--- config.mk ---
export PLATFORM = sky130hd
export DESIGN_NAME = pwm_subsystem
export DESIGN_NICKNAME = d
export VERILOG_FILES = /design/src/design/pwm_pkg.sv /design/src/design/pwm_reg_if.sv /design/src/design/pwm_channel.sv /design/src/design/pwm_rsp_collect.sv /design/src/design/pwm_axil_frontend.sv /design/src/design/pwm_subsystem.sv
export SDC_FILE = /design/constraint.sdc
export NUM_CORES = 1
export LEC_CHECK = 0
export BUFFER_PORTS_ARGS = -buffer_cell sky130_fd_sc_hd__buf_2
export CORE_MARGIN = 10
export CORE_UTILIZATION = 30
export DETAILED_ROUTE_END_ITERATION = 6
export HOLD_SLACK_MARGIN = 0.03
export PLACE_DENSITY_LB_ADDON = 0.1
export RECOVER_POWER = 100
export SLEW_MARGIN = 20
export SYNTH_ARGS = -nofsm -noshare
export SYNTH_HDL_FRONTEND = slang
export SYNTH_SLANG_ARGS = --single-unit
--- constraint.sdc ---
create_clock -name clk_sys_i -period 2.8 [get_ports clk_sys_i]
set_input_delay 0.28 -clock clk_sys_i [delete_from_list [all_inputs] [get_ports clk_sys_i]]
set_output_delay 0.28 -clock clk_sys_i [all_outputs]
set_load 0.02 [all_outputs]
--- src/design/pwm_pkg.sv ---
// Bus, register and counter types, register map and front-end FSM states
`default_nettype none

package pwm_pkg;

  ////////////////////////////////////////////////
  // AXI4-Lite bus types
  ////////////////////////////////////////////////

  typedef logic [31:0] axil_addr_t;
  typedef logic [31:0] axil_data_t;
  typedef logic [3:0]  axil_strb_t;
  typedef logic [1:0]  axil_resp_t;

  localparam axil_resp_t RESP_OKAY   = 2'b00;
  localparam axil_resp_t RESP_SLVERR = 2'b10;

  ////////////////////////////////////////////////
  // PWM channel registers
  ////////////////////////////////////////////////

  localparam int unsigned PwmCtrSize = 8;

  typedef logic [PwmCtrSize-1:0] pwm_cnt_t; // Counter, duty and period
  typedef logic [1:0]            reg_sel_t;
  typedef logic [3:0]            chan_idx_t;

  // Address fields
  localparam int unsigned RegSelLsb  = 2; // Register index in bits 3:2
  localparam int unsigned ChanIdxLsb = 4; // Channel index in bits 7:4

  localparam reg_sel_t REG_DUTY   = 2'd0;
  localparam reg_sel_t REG_PERIOD = 2'd1;
  localparam reg_sel_t REG_CTRL   = 2'd2; // Index 3 left unmapped

  typedef enum logic [1:0] {
    IDLE,
    ACCESS,
    WAIT_RSP,
    RESP
  } frontend_state_e;

endpackage

`default_nettype wire

--- src/design/pwm_reg_if.sv ---
// Per-channel register access and reply signals with their modports
`timescale 1ns/1ps
`default_nettype none

interface pwm_reg_if import pwm_pkg::*; ();

  // Request side, from the front end
  logic       req;   // Single-cycle access strobe
  logic       we;    // Write when set, read otherwise
  reg_sel_t   sel;
  pwm_cnt_t   wdata;
  logic       wen;   // Strobe bit 0

  // Reply side, from the channel
  axil_data_t rdata; // Combinational from sel
  logic       err;   // Unmapped register index

  modport frontend (
    output req, we, sel, wdata, wen
  );

  modport channel (
    input  req, we, sel, wdata, wen,
    output rdata, err
  );

  modport collect (
    input req, rdata, err
  );

endinterface

`default_nettype wire

--- src/design/pwm_channel.sv ---
// PWM channel with duty, period and enable registers, counter and output compare
`timescale 1ns/1ps
`default_nettype none

module pwm_channel import pwm_pkg::*; (
  input  logic       clk_sys_i,
  input  logic       rst_sys_ni,
  pwm_reg_if.channel reg_if,
  output logic       pwm_o
);

  pwm_cnt_t duty_q;
  pwm_cnt_t period_q;
  pwm_cnt_t cnt_q;
  logic     en_q;   // CTRL bit 0
  logic     wr_en;

  //////////////////////////////////////////////////
  // Register access
  //////////////////////////////////////////////////

  assign wr_en = reg_if.req & reg_if.we & reg_if.wen;

  always_ff @(posedge clk_sys_i or negedge rst_sys_ni) begin
    if (!rst_sys_ni) begin
      duty_q   <= '0;
      period_q <= '0;
      en_q     <= 1'b0;
    end else if (wr_en) begin
      unique case (reg_if.sel)
        REG_DUTY:   duty_q   <= reg_if.wdata;
        REG_PERIOD: period_q <= reg_if.wdata;
        REG_CTRL:   en_q     <= reg_if.wdata[0];
        default: ;  // Unmapped, nothing changes
      endcase
    end
  end

  always_comb begin
    unique case (reg_if.sel)
      REG_DUTY:   reg_if.rdata = axil_data_t'(duty_q);
      REG_PERIOD: reg_if.rdata = axil_data_t'(period_q);
      REG_CTRL:   reg_if.rdata = axil_data_t'(en_q);
      default:    reg_if.rdata = '0;
    endcase
  end

  assign reg_if.err = !(reg_if.sel inside {REG_DUTY, REG_PERIOD, REG_CTRL});

  //////////////////////////////////////////////////
  // Counter and compare
  //////////////////////////////////////////////////

  // Runs 0..PERIOD, so one period lasts PERIOD+1 cycles
  always_ff @(posedge clk_sys_i or negedge rst_sys_ni) begin
    if (!rst_sys_ni) begin
      cnt_q <= '0;
    end else if (!en_q || (cnt_q >= period_q)) begin
      cnt_q <= '0; // Also recovers when PERIOD drops below the count
    end else begin
      cnt_q <= cnt_q + 1'b1;
    end
  end

  assign pwm_o = en_q & (cnt_q < duty_q);

endmodule

`default_nettype wire

--- src/design/pwm_rsp_collect.sv ---
// Response collector registering the addressed channel's reply or an error
`timescale 1ns/1ps
`default_nettype none

module pwm_rsp_collect import pwm_pkg::*; #(
  parameter int unsigned NumChannels = 4
) (
  input  logic       clk_sys_i,
  input  logic       rst_sys_ni,
  pwm_reg_if.collect regs_i [NumChannels],
  input  logic       access_i,
  output logic       rsp_valid_o,
  output axil_data_t rsp_data_o,
  output logic       rsp_err_o
);

  logic [NumChannels-1:0] req_vec;
  logic [NumChannels-1:0] err_vec;
  axil_data_t             rdata_arr [NumChannels];
  axil_data_t             sel_data;
  logic                   sel_err;

  for (genvar i = 0; i < NumChannels; i++) begin : gen_gather
    assign req_vec[i]   = regs_i[i].req;
    assign err_vec[i]   = regs_i[i].err;
    assign rdata_arr[i] = regs_i[i].rdata;
  end

  // Reply of the channel whose req is high
  always_comb begin
    sel_data = '0;
    sel_err  = 1'b1; // No channel addressed
    for (int i = 0; i < NumChannels; i++) begin
      if (req_vec[i]) begin
        sel_data = rdata_arr[i];
        sel_err  = err_vec[i];
      end
    end
  end

  always_ff @(posedge clk_sys_i or negedge rst_sys_ni) begin
    if (!rst_sys_ni) begin
      rsp_valid_o <= 1'b0;
    end else begin
      rsp_valid_o <= access_i;
    end
  end

  always_ff @(posedge clk_sys_i) begin
    if (access_i) begin
      rsp_data_o <= sel_data;
      rsp_err_o  <= sel_err;
    end
  end

  // Channel requests only come inside a front-end access cycle
  a_req_in_access: assert property (@(posedge clk_sys_i) disable iff (!rst_sys_ni)
    (|req_vec) |-> access_i);

endmodule

`default_nettype wire

--- src/design/pwm_axil_frontend.sv ---
// AXI4-Lite slave FSM, request latching and channel address decode
`timescale 1ns/1ps
`default_nettype none

module pwm_axil_frontend import pwm_pkg::*; #(
  parameter int unsigned NumChannels = 4
) (
  input  logic        clk_sys_i,
  input  logic        rst_sys_ni,

  // AXI4-Lite slave
  input  logic        s_axil_awvalid_i,
  output logic        s_axil_awready_o,
  input  axil_addr_t  s_axil_awaddr_i,
  input  logic        s_axil_wvalid_i,
  output logic        s_axil_wready_o,
  input  axil_data_t  s_axil_wdata_i,
  input  axil_strb_t  s_axil_wstrb_i,
  output logic        s_axil_bvalid_o,
  input  logic        s_axil_bready_i,
  output axil_resp_t  s_axil_bresp_o,
  input  logic        s_axil_arvalid_i,
  output logic        s_axil_arready_o,
  input  axil_addr_t  s_axil_araddr_i,
  output logic        s_axil_rvalid_o,
  input  logic        s_axil_rready_i,
  output axil_data_t  s_axil_rdata_o,
  output axil_resp_t  s_axil_rresp_o,

  // Channel requests
  pwm_reg_if.frontend regs_o [NumChannels],

  // Reply from the collector
  output logic        access_o,
  input  logic        rsp_valid_i,
  input  axil_data_t  rsp_data_i,
  input  logic        rsp_err_i
);

  frontend_state_e        state_q, state_d;
  logic                   we_q;
  chan_idx_t              chan_q;
  reg_sel_t               sel_q;
  pwm_cnt_t               wdata_q;
  logic                   wen_q;
  axil_data_t             rdata_q;
  axil_resp_t             resp_q;
  logic                   wr_take;
  logic                   rd_take;
  logic                   chan_hit;
  logic [NumChannels-1:0] req_vec;

  //////////////////////////////////////////////////
  // Address acceptance and FSM
  //////////////////////////////////////////////////

  assign wr_take = (state_q == IDLE) & s_axil_awvalid_i & s_axil_wvalid_i;
  assign rd_take = (state_q == IDLE) & s_axil_arvalid_i & ~wr_take; // Write wins a tie

  always_comb begin
    state_d = state_q;
    unique case (state_q)
      IDLE: begin
        if (wr_take || rd_take) begin
          state_d = ACCESS;
        end
      end
      ACCESS:   state_d = WAIT_RSP;
      WAIT_RSP: begin
        if (rsp_valid_i) begin
          state_d = RESP;
        end
      end
      RESP: begin
        // Hold until the host takes the response
        if (we_q ? s_axil_bready_i : s_axil_rready_i) begin
          state_d = IDLE;
        end
      end
      default:  state_d = IDLE;
    endcase
  end

  always_ff @(posedge clk_sys_i or negedge rst_sys_ni) begin
    if (!rst_sys_ni) begin
      state_q <= IDLE;
      we_q    <= 1'b0;
    end else begin
      state_q <= state_d;
      if (wr_take || rd_take) begin
        we_q <= wr_take;
      end
    end
  end

  // Request fields and response payload
  always_ff @(posedge clk_sys_i) begin
    if (wr_take) begin
      chan_q  <= s_axil_awaddr_i[ChanIdxLsb +: $bits(chan_idx_t)];
      sel_q   <= s_axil_awaddr_i[RegSelLsb +: $bits(reg_sel_t)];
      wdata_q <= s_axil_wdata_i[PwmCtrSize-1:0]; // Registers are 8 bits wide
      wen_q   <= s_axil_wstrb_i[0];
    end else if (rd_take) begin
      chan_q  <= s_axil_araddr_i[ChanIdxLsb +: $bits(chan_idx_t)];
      sel_q   <= s_axil_araddr_i[RegSelLsb +: $bits(reg_sel_t)];
    end
    if ((state_q == WAIT_RSP) && rsp_valid_i) begin
      rdata_q <= rsp_data_i;
      resp_q  <= rsp_err_i ? RESP_SLVERR : RESP_OKAY;
    end
  end

  //////////////////////////////////////////////////
  // Channel decode
  //////////////////////////////////////////////////

  assign access_o = (state_q == ACCESS);
  assign chan_hit = (chan_q < NumChannels); // Out of range gets no req

  for (genvar i = 0; i < NumChannels; i++) begin : gen_req
    assign req_vec[i]      = access_o & chan_hit & (chan_q == chan_idx_t'(i));
    assign regs_o[i].req   = req_vec[i];
    assign regs_o[i].we    = we_q;
    assign regs_o[i].sel   = sel_q;
    assign regs_o[i].wdata = wdata_q;
    assign regs_o[i].wen   = wen_q;
  end

  assign s_axil_awready_o = wr_take;
  assign s_axil_wready_o  = wr_take;
  assign s_axil_arready_o = rd_take;
  assign s_axil_bvalid_o  = (state_q == RESP) & we_q;
  assign s_axil_rvalid_o  = (state_q == RESP) & ~we_q;
  assign s_axil_bresp_o   = resp_q;
  assign s_axil_rresp_o   = resp_q;
  assign s_axil_rdata_o   = rdata_q;

  // Stalled response keeps its payload
  a_b_hold: assert property (@(posedge clk_sys_i) disable iff (!rst_sys_ni)
    s_axil_bvalid_o && !s_axil_bready_i |=> s_axil_bvalid_o && $stable(s_axil_bresp_o));

  a_r_hold: assert property (@(posedge clk_sys_i) disable iff (!rst_sys_ni)
    s_axil_rvalid_o && !s_axil_rready_i |=>
      s_axil_rvalid_o && $stable(s_axil_rdata_o) && $stable(s_axil_rresp_o));

endmodule

`default_nettype wire

--- src/design/pwm_subsystem.sv ---
// Top level with AXI4-Lite ports, front end, PWM channel array and response collector
`timescale 1ns/1ps
`default_nettype none

module pwm_subsystem import pwm_pkg::*; #(
  parameter int unsigned NumChannels = 4 // 1 to 16
) (
  input  logic                   clk_sys_i,
  input  logic                   rst_sys_ni,

  // AXI4-Lite slave
  input  logic                   s_axil_awvalid_i,
  output logic                   s_axil_awready_o,
  input  axil_addr_t             s_axil_awaddr_i,
  input  logic                   s_axil_wvalid_i,
  output logic                   s_axil_wready_o,
  input  axil_data_t             s_axil_wdata_i,
  input  axil_strb_t             s_axil_wstrb_i,
  output logic                   s_axil_bvalid_o,
  input  logic                   s_axil_bready_i,
  output axil_resp_t             s_axil_bresp_o,
  input  logic                   s_axil_arvalid_i,
  output logic                   s_axil_arready_o,
  input  axil_addr_t             s_axil_araddr_i,
  output logic                   s_axil_rvalid_o,
  input  logic                   s_axil_rready_i,
  output axil_data_t             s_axil_rdata_o,
  output axil_resp_t             s_axil_rresp_o,

  output logic [NumChannels-1:0] pwm_o
);

  logic       access;
  logic       rsp_valid;
  axil_data_t rsp_data;
  logic       rsp_err;

  pwm_reg_if reg_if [NumChannels] ();

  pwm_axil_frontend #(
    .NumChannels ( NumChannels )
  ) u_frontend (
    .clk_sys_i,
    .rst_sys_ni,
    .s_axil_awvalid_i,
    .s_axil_awready_o,
    .s_axil_awaddr_i,
    .s_axil_wvalid_i,
    .s_axil_wready_o,
    .s_axil_wdata_i,
    .s_axil_wstrb_i,
    .s_axil_bvalid_o,
    .s_axil_bready_i,
    .s_axil_bresp_o,
    .s_axil_arvalid_i,
    .s_axil_arready_o,
    .s_axil_araddr_i,
    .s_axil_rvalid_o,
    .s_axil_rready_i,
    .s_axil_rdata_o,
    .s_axil_rresp_o,
    .regs_o      (reg_if),
    .access_o    (access),
    .rsp_valid_i (rsp_valid),
    .rsp_data_i  (rsp_data),
    .rsp_err_i   (rsp_err)
  );

  for (genvar i = 0; i < NumChannels; i++) begin : gen_chan
    pwm_channel u_chan (
      .clk_sys_i,
      .rst_sys_ni,
      .reg_if (reg_if[i]),
      .pwm_o  (pwm_o[i])
    );
  end

  pwm_rsp_collect #(
    .NumChannels ( NumChannels )
  ) u_collect (
    .clk_sys_i,
    .rst_sys_ni,
    .regs_i      (reg_if),
    .access_i    (access),
    .rsp_valid_o (rsp_valid),
    .rsp_data_o  (rsp_data),
    .rsp_err_o   (rsp_err)
  );

endmodule

`default_nettype wire

==> results.md <==
- Status: finished, final reports clean
- Die Height: 180.8 microns
- Count leader, synth: dfrtp_1
- Die width: 180.8 microns
- GRT Residual Overflow: 0
- Synth top cells by count: dfrtp_1 (104), inv_1 (72), ha_1 (69), mux2_2 (61), nor2_1 (47)
- Hold-critical path depth: 1
- PnR Total Power: 5761 uW
- DRT iter0 DRCs: 218
- Clock Skew: 0.009636 ns
- Minimum clock period: 2.656 ns
- Worst Tran Pin Value: 1.367 ns
- Worst-case vdd ir drop: 0.0003032 V
- FILL cells: 2515
- Reg-to-reg slack, setup: 0.14 ns
- DP Worst Slack: 0.1461 ns
- Post-synth top flop: dfrtp_1
- Highest cell delay on the worst timing path: 0.57 ns
- First-pass GRT wire length: 30.84 mm
- Mapped Cells: 682
- Met3 usage: 2.677%
- Area Overhead vs Synth: 14.25%
- Layout Cells excl Fill: 1092
- Post-DP HPWL: 14.26 mm
- I/O Buffers: 46
- Max clock buf depth: 2
- Leading area contributor after synthesis: dfrtp_1
- Worst hold margin: 0.05070 ns
- Routed via count: 4985
- Max Clock Freq: 376.4 MHz
- Total GRT Usage: 11.91%
- Final Max Tran Viols: 0
- Cts bufs inserted: 17
- Critical-path cell list: inv_1 -> ha_1 -> or3b_1 -> or2_0 -> nor2_2 -> clkbuf_4 -> mux2_2
- Worst-Skew Late Latency: 0.43 ns
- Initial antenna violation count: 0
- CTS tree: yes
- Mean Syn Cell Area: 11.38 sq um
- Cells after DPL: 1051
- Yosys top cell area share: 33.53%
- Final hold vios: 0
- Slowest stage cell, crit path: or3b_1
- Crit end category: flip-flop
- Drc violations: 0
- Synth warn: 0
- Maxcap violations: 0
- PD cells: 649.6 mW/mm^2
- Critical path depth in cells: 7
- Sequential share of the synthesized area: 46.30%
- Layout cells sized above 1: 16.93%
- Largest cells by area after synthesis: dfrtp_1 (34%), edfxtp_1 (13%), ha_1 (11%), mux2_2 (8.9%), inv_1 (3.5%)
- # nets final: 925
- Vias in the first global route: 5440
- Final WS setup: 0.1435 ns
- Post-CTS sizing: 0
- Largest net degree at the start of global routing: 54
- Final setup fails: 0
- Pleak: 0.003971 uW
- Starting Density: 30.64%
- Io pins: 152
- R2R depth: 7
- Gp weighted congestion: 0.8013
- Netlist cell types: 53
- Ys async rst share: 75.91%
- Clock-pin slew on the worst setup and hold paths: 0.06 ns
- CP delay by family, top: simple AND/OR/NAND/NOR gates
- DR WL/cell: 17.23 microns
- Setup repair after global routing missed its margin: no
- Sum Neg Setup Slack: 0 ns
- Slew HR: 8.853%
- Drt pass-1 iters: 4
- H-tree depth: 4
- GRT Max-Usage Layer: met2
- FF+latch count, synth: 137
- M2 GR Usage: 19.34%
- ANT nets after route: 0
- CP Class: flip-flop to flip-flop
- Worst hold-check path type: input port to flip-flop
- Startpoint types: flip-flop
- Post-synth EDFFs: 33
- Die ar.: 0.03270 sq mm
- Mapped Area: 0.007761 sq mm
- Worst-path maximum fanout: 12
- Core Box Area: 0.02533 sq mm
- Rows: 58
- Buf+Inv Stages, Crit Path: 2
- Fin crit share: 94.87%
- Met1 Track Usage GR: 15.23%
- CP Data Arrival Time: 2.97 ns
- Clk root buf: clkbuf_16
- Antenna diode count: 0
- Final wirelength: 18.82 mm
- Sink Count: 137
- CP required: 3.11 ns
- DR vias/cell: 4.565
[metal layers]
layer | wire length (microns) | vias up | part of all wire (%)
met5 | 0 | - | 0
met4 | 245 | 0 | 1.3
met3 | 570 | 16 | 3.0
met2 | 8962 | 64 | 48
met1 | 9040 | 2429 | 48
li1 | - | 2476 | -
[cell families (layout without fill, tap and decap cells)]
logic type / after synthesis / count (layout) / synth area share, %
flops: 137 / 137 / 46.30
fa+ha+maj: 69 / 69 / 11.12
buf+inv: 119 / 174 / 7.577
compound gates: 72 / 72 / 6.690
xor+xnor: 24 / 24 / 2.708
other cells: 1 / 26 / 0.04832
simple gates: 160 / 160 / 10.16
mux: 100 / 100 / 15.40
[sequential cells by signal, summed over array words and instances, names as in the netlist, 2 cells and up]
register / flops
gen_chan.u_chan.period_q: 32
u_frontend.state_q: 2
u_frontend.s_axil_rdata_o: 8
gen_chan.u_chan.duty_q: 32
u_frontend.regs_o.sel: 2
gen_chan.u_chan.cnt_q: 32
u_collect.rsp_data_o: 8
u_frontend.chan_q: 4
u_frontend.regs_o.wdata: 8
gen_chan.u_chan.en_q: 4
[cell type report]
class	count	area (sq um)	share of cell area (%)
clock inverters	14	172.7	1.947
clock buffers	18	429.2	4.840
flip-flops and latches	137	3593	40.52
well taps	330	412.9	4.656
repair buffers	70	380.4	4.290
inverters	72	270.3	3.048
multi-input cells	451	3608	40.69
[placed cells by master, fill, tap and decap left out, types with 8 or more instances in the layout]
| cell type | synthesis | layout |
|---|---|---|
| dfrtp_1 | 104 | 104 |
| inv_1 | 72 | 72 |
| ha_1 | 69 | 69 |
| mux2_2 | 61 | 57 |
| nor2_1 | 47 | 47 |
| edfxtp_1 | 33 | 33 |
| nand2_1 | 31 | 31 |
| clkbuf_1 | 7 | 27 |
| nand3_1 | 26 | 26 |
| conb_1 | 1 | 26 |
| buf_2 | 5 | 26 |
| xor2_1 | 20 | 20 |
| mux2i_1 | 20 | 20 |
| mux2_1 | 0 | 20 |
| a21oi_1 | 17 | 17 |
| clkbuf_16 | 0 | 17 |
| nand2b_1 | 9 | 9 |
| dlygate4sd3_1 | 0 | 9 |
| and3_1 | 8 | 8 |
| o21ai_0 | 8 | 8 |
[final timing paths]
| check | to | from |
|---|---|---|
| worst max-delay path | gen_chan[3].u_chan.duty_q[4] | u_frontend.state_q[1] |
| worst min-delay path | u_frontend.regs_o[0].wdata[6] | s_axil_wdata_i[6] |
| worst max register to register | gen_chan[3].u_chan.duty_q[4] | u_frontend.state_q[1] |
| worst min register to register | u_frontend.s_axil_rdata_o[6] | u_collect.rsp_data_o[6] |
| max in group asynchronous | gen_chan[3].u_chan.duty_q[2] | rst_sys_ni |
| min in group asynchronous | gen_chan[0].u_chan.cnt_q[7] | rst_sys_ni |
[where the power goes]
group / internal [uW] / switching (uW) / total [uW]
registers: 2310 / 181 / 2490
clock network: 1410 / 905 / 2310
logic: 383 / 578 / 961
[worst reg2reg max path, cell delays in order (launching register included)]
cell and delay (ns):
dfrtp_1 0.41, inv_1 0.11, ha_1 0.19, or3b_1 0.57, or2_0 0.51, nor2_2 0.17, clkbuf_4 0.22, mux2_2 0.36
[stage by stage]
| step | instance area (sq um) | utilization (%) |
|---|---|---|
| after floorplan | 7855 | - |
| after global placement | 8295 | 32.75 |
| after detailed placement | 8295 | 32.75 |
| after CTS | 8987 | 35.49 |
| after global routing | 8867 | 35.01 |
| final | 8867 | 35.01 |
[what timing repair did]
action                                 CTS  global route
setup endpoints to repair                0             0
hold buffers                             9             0
buffers inserted                         0             0
endpoints found under the hold margin   73             0
Power figures use the tool's default switching activity.
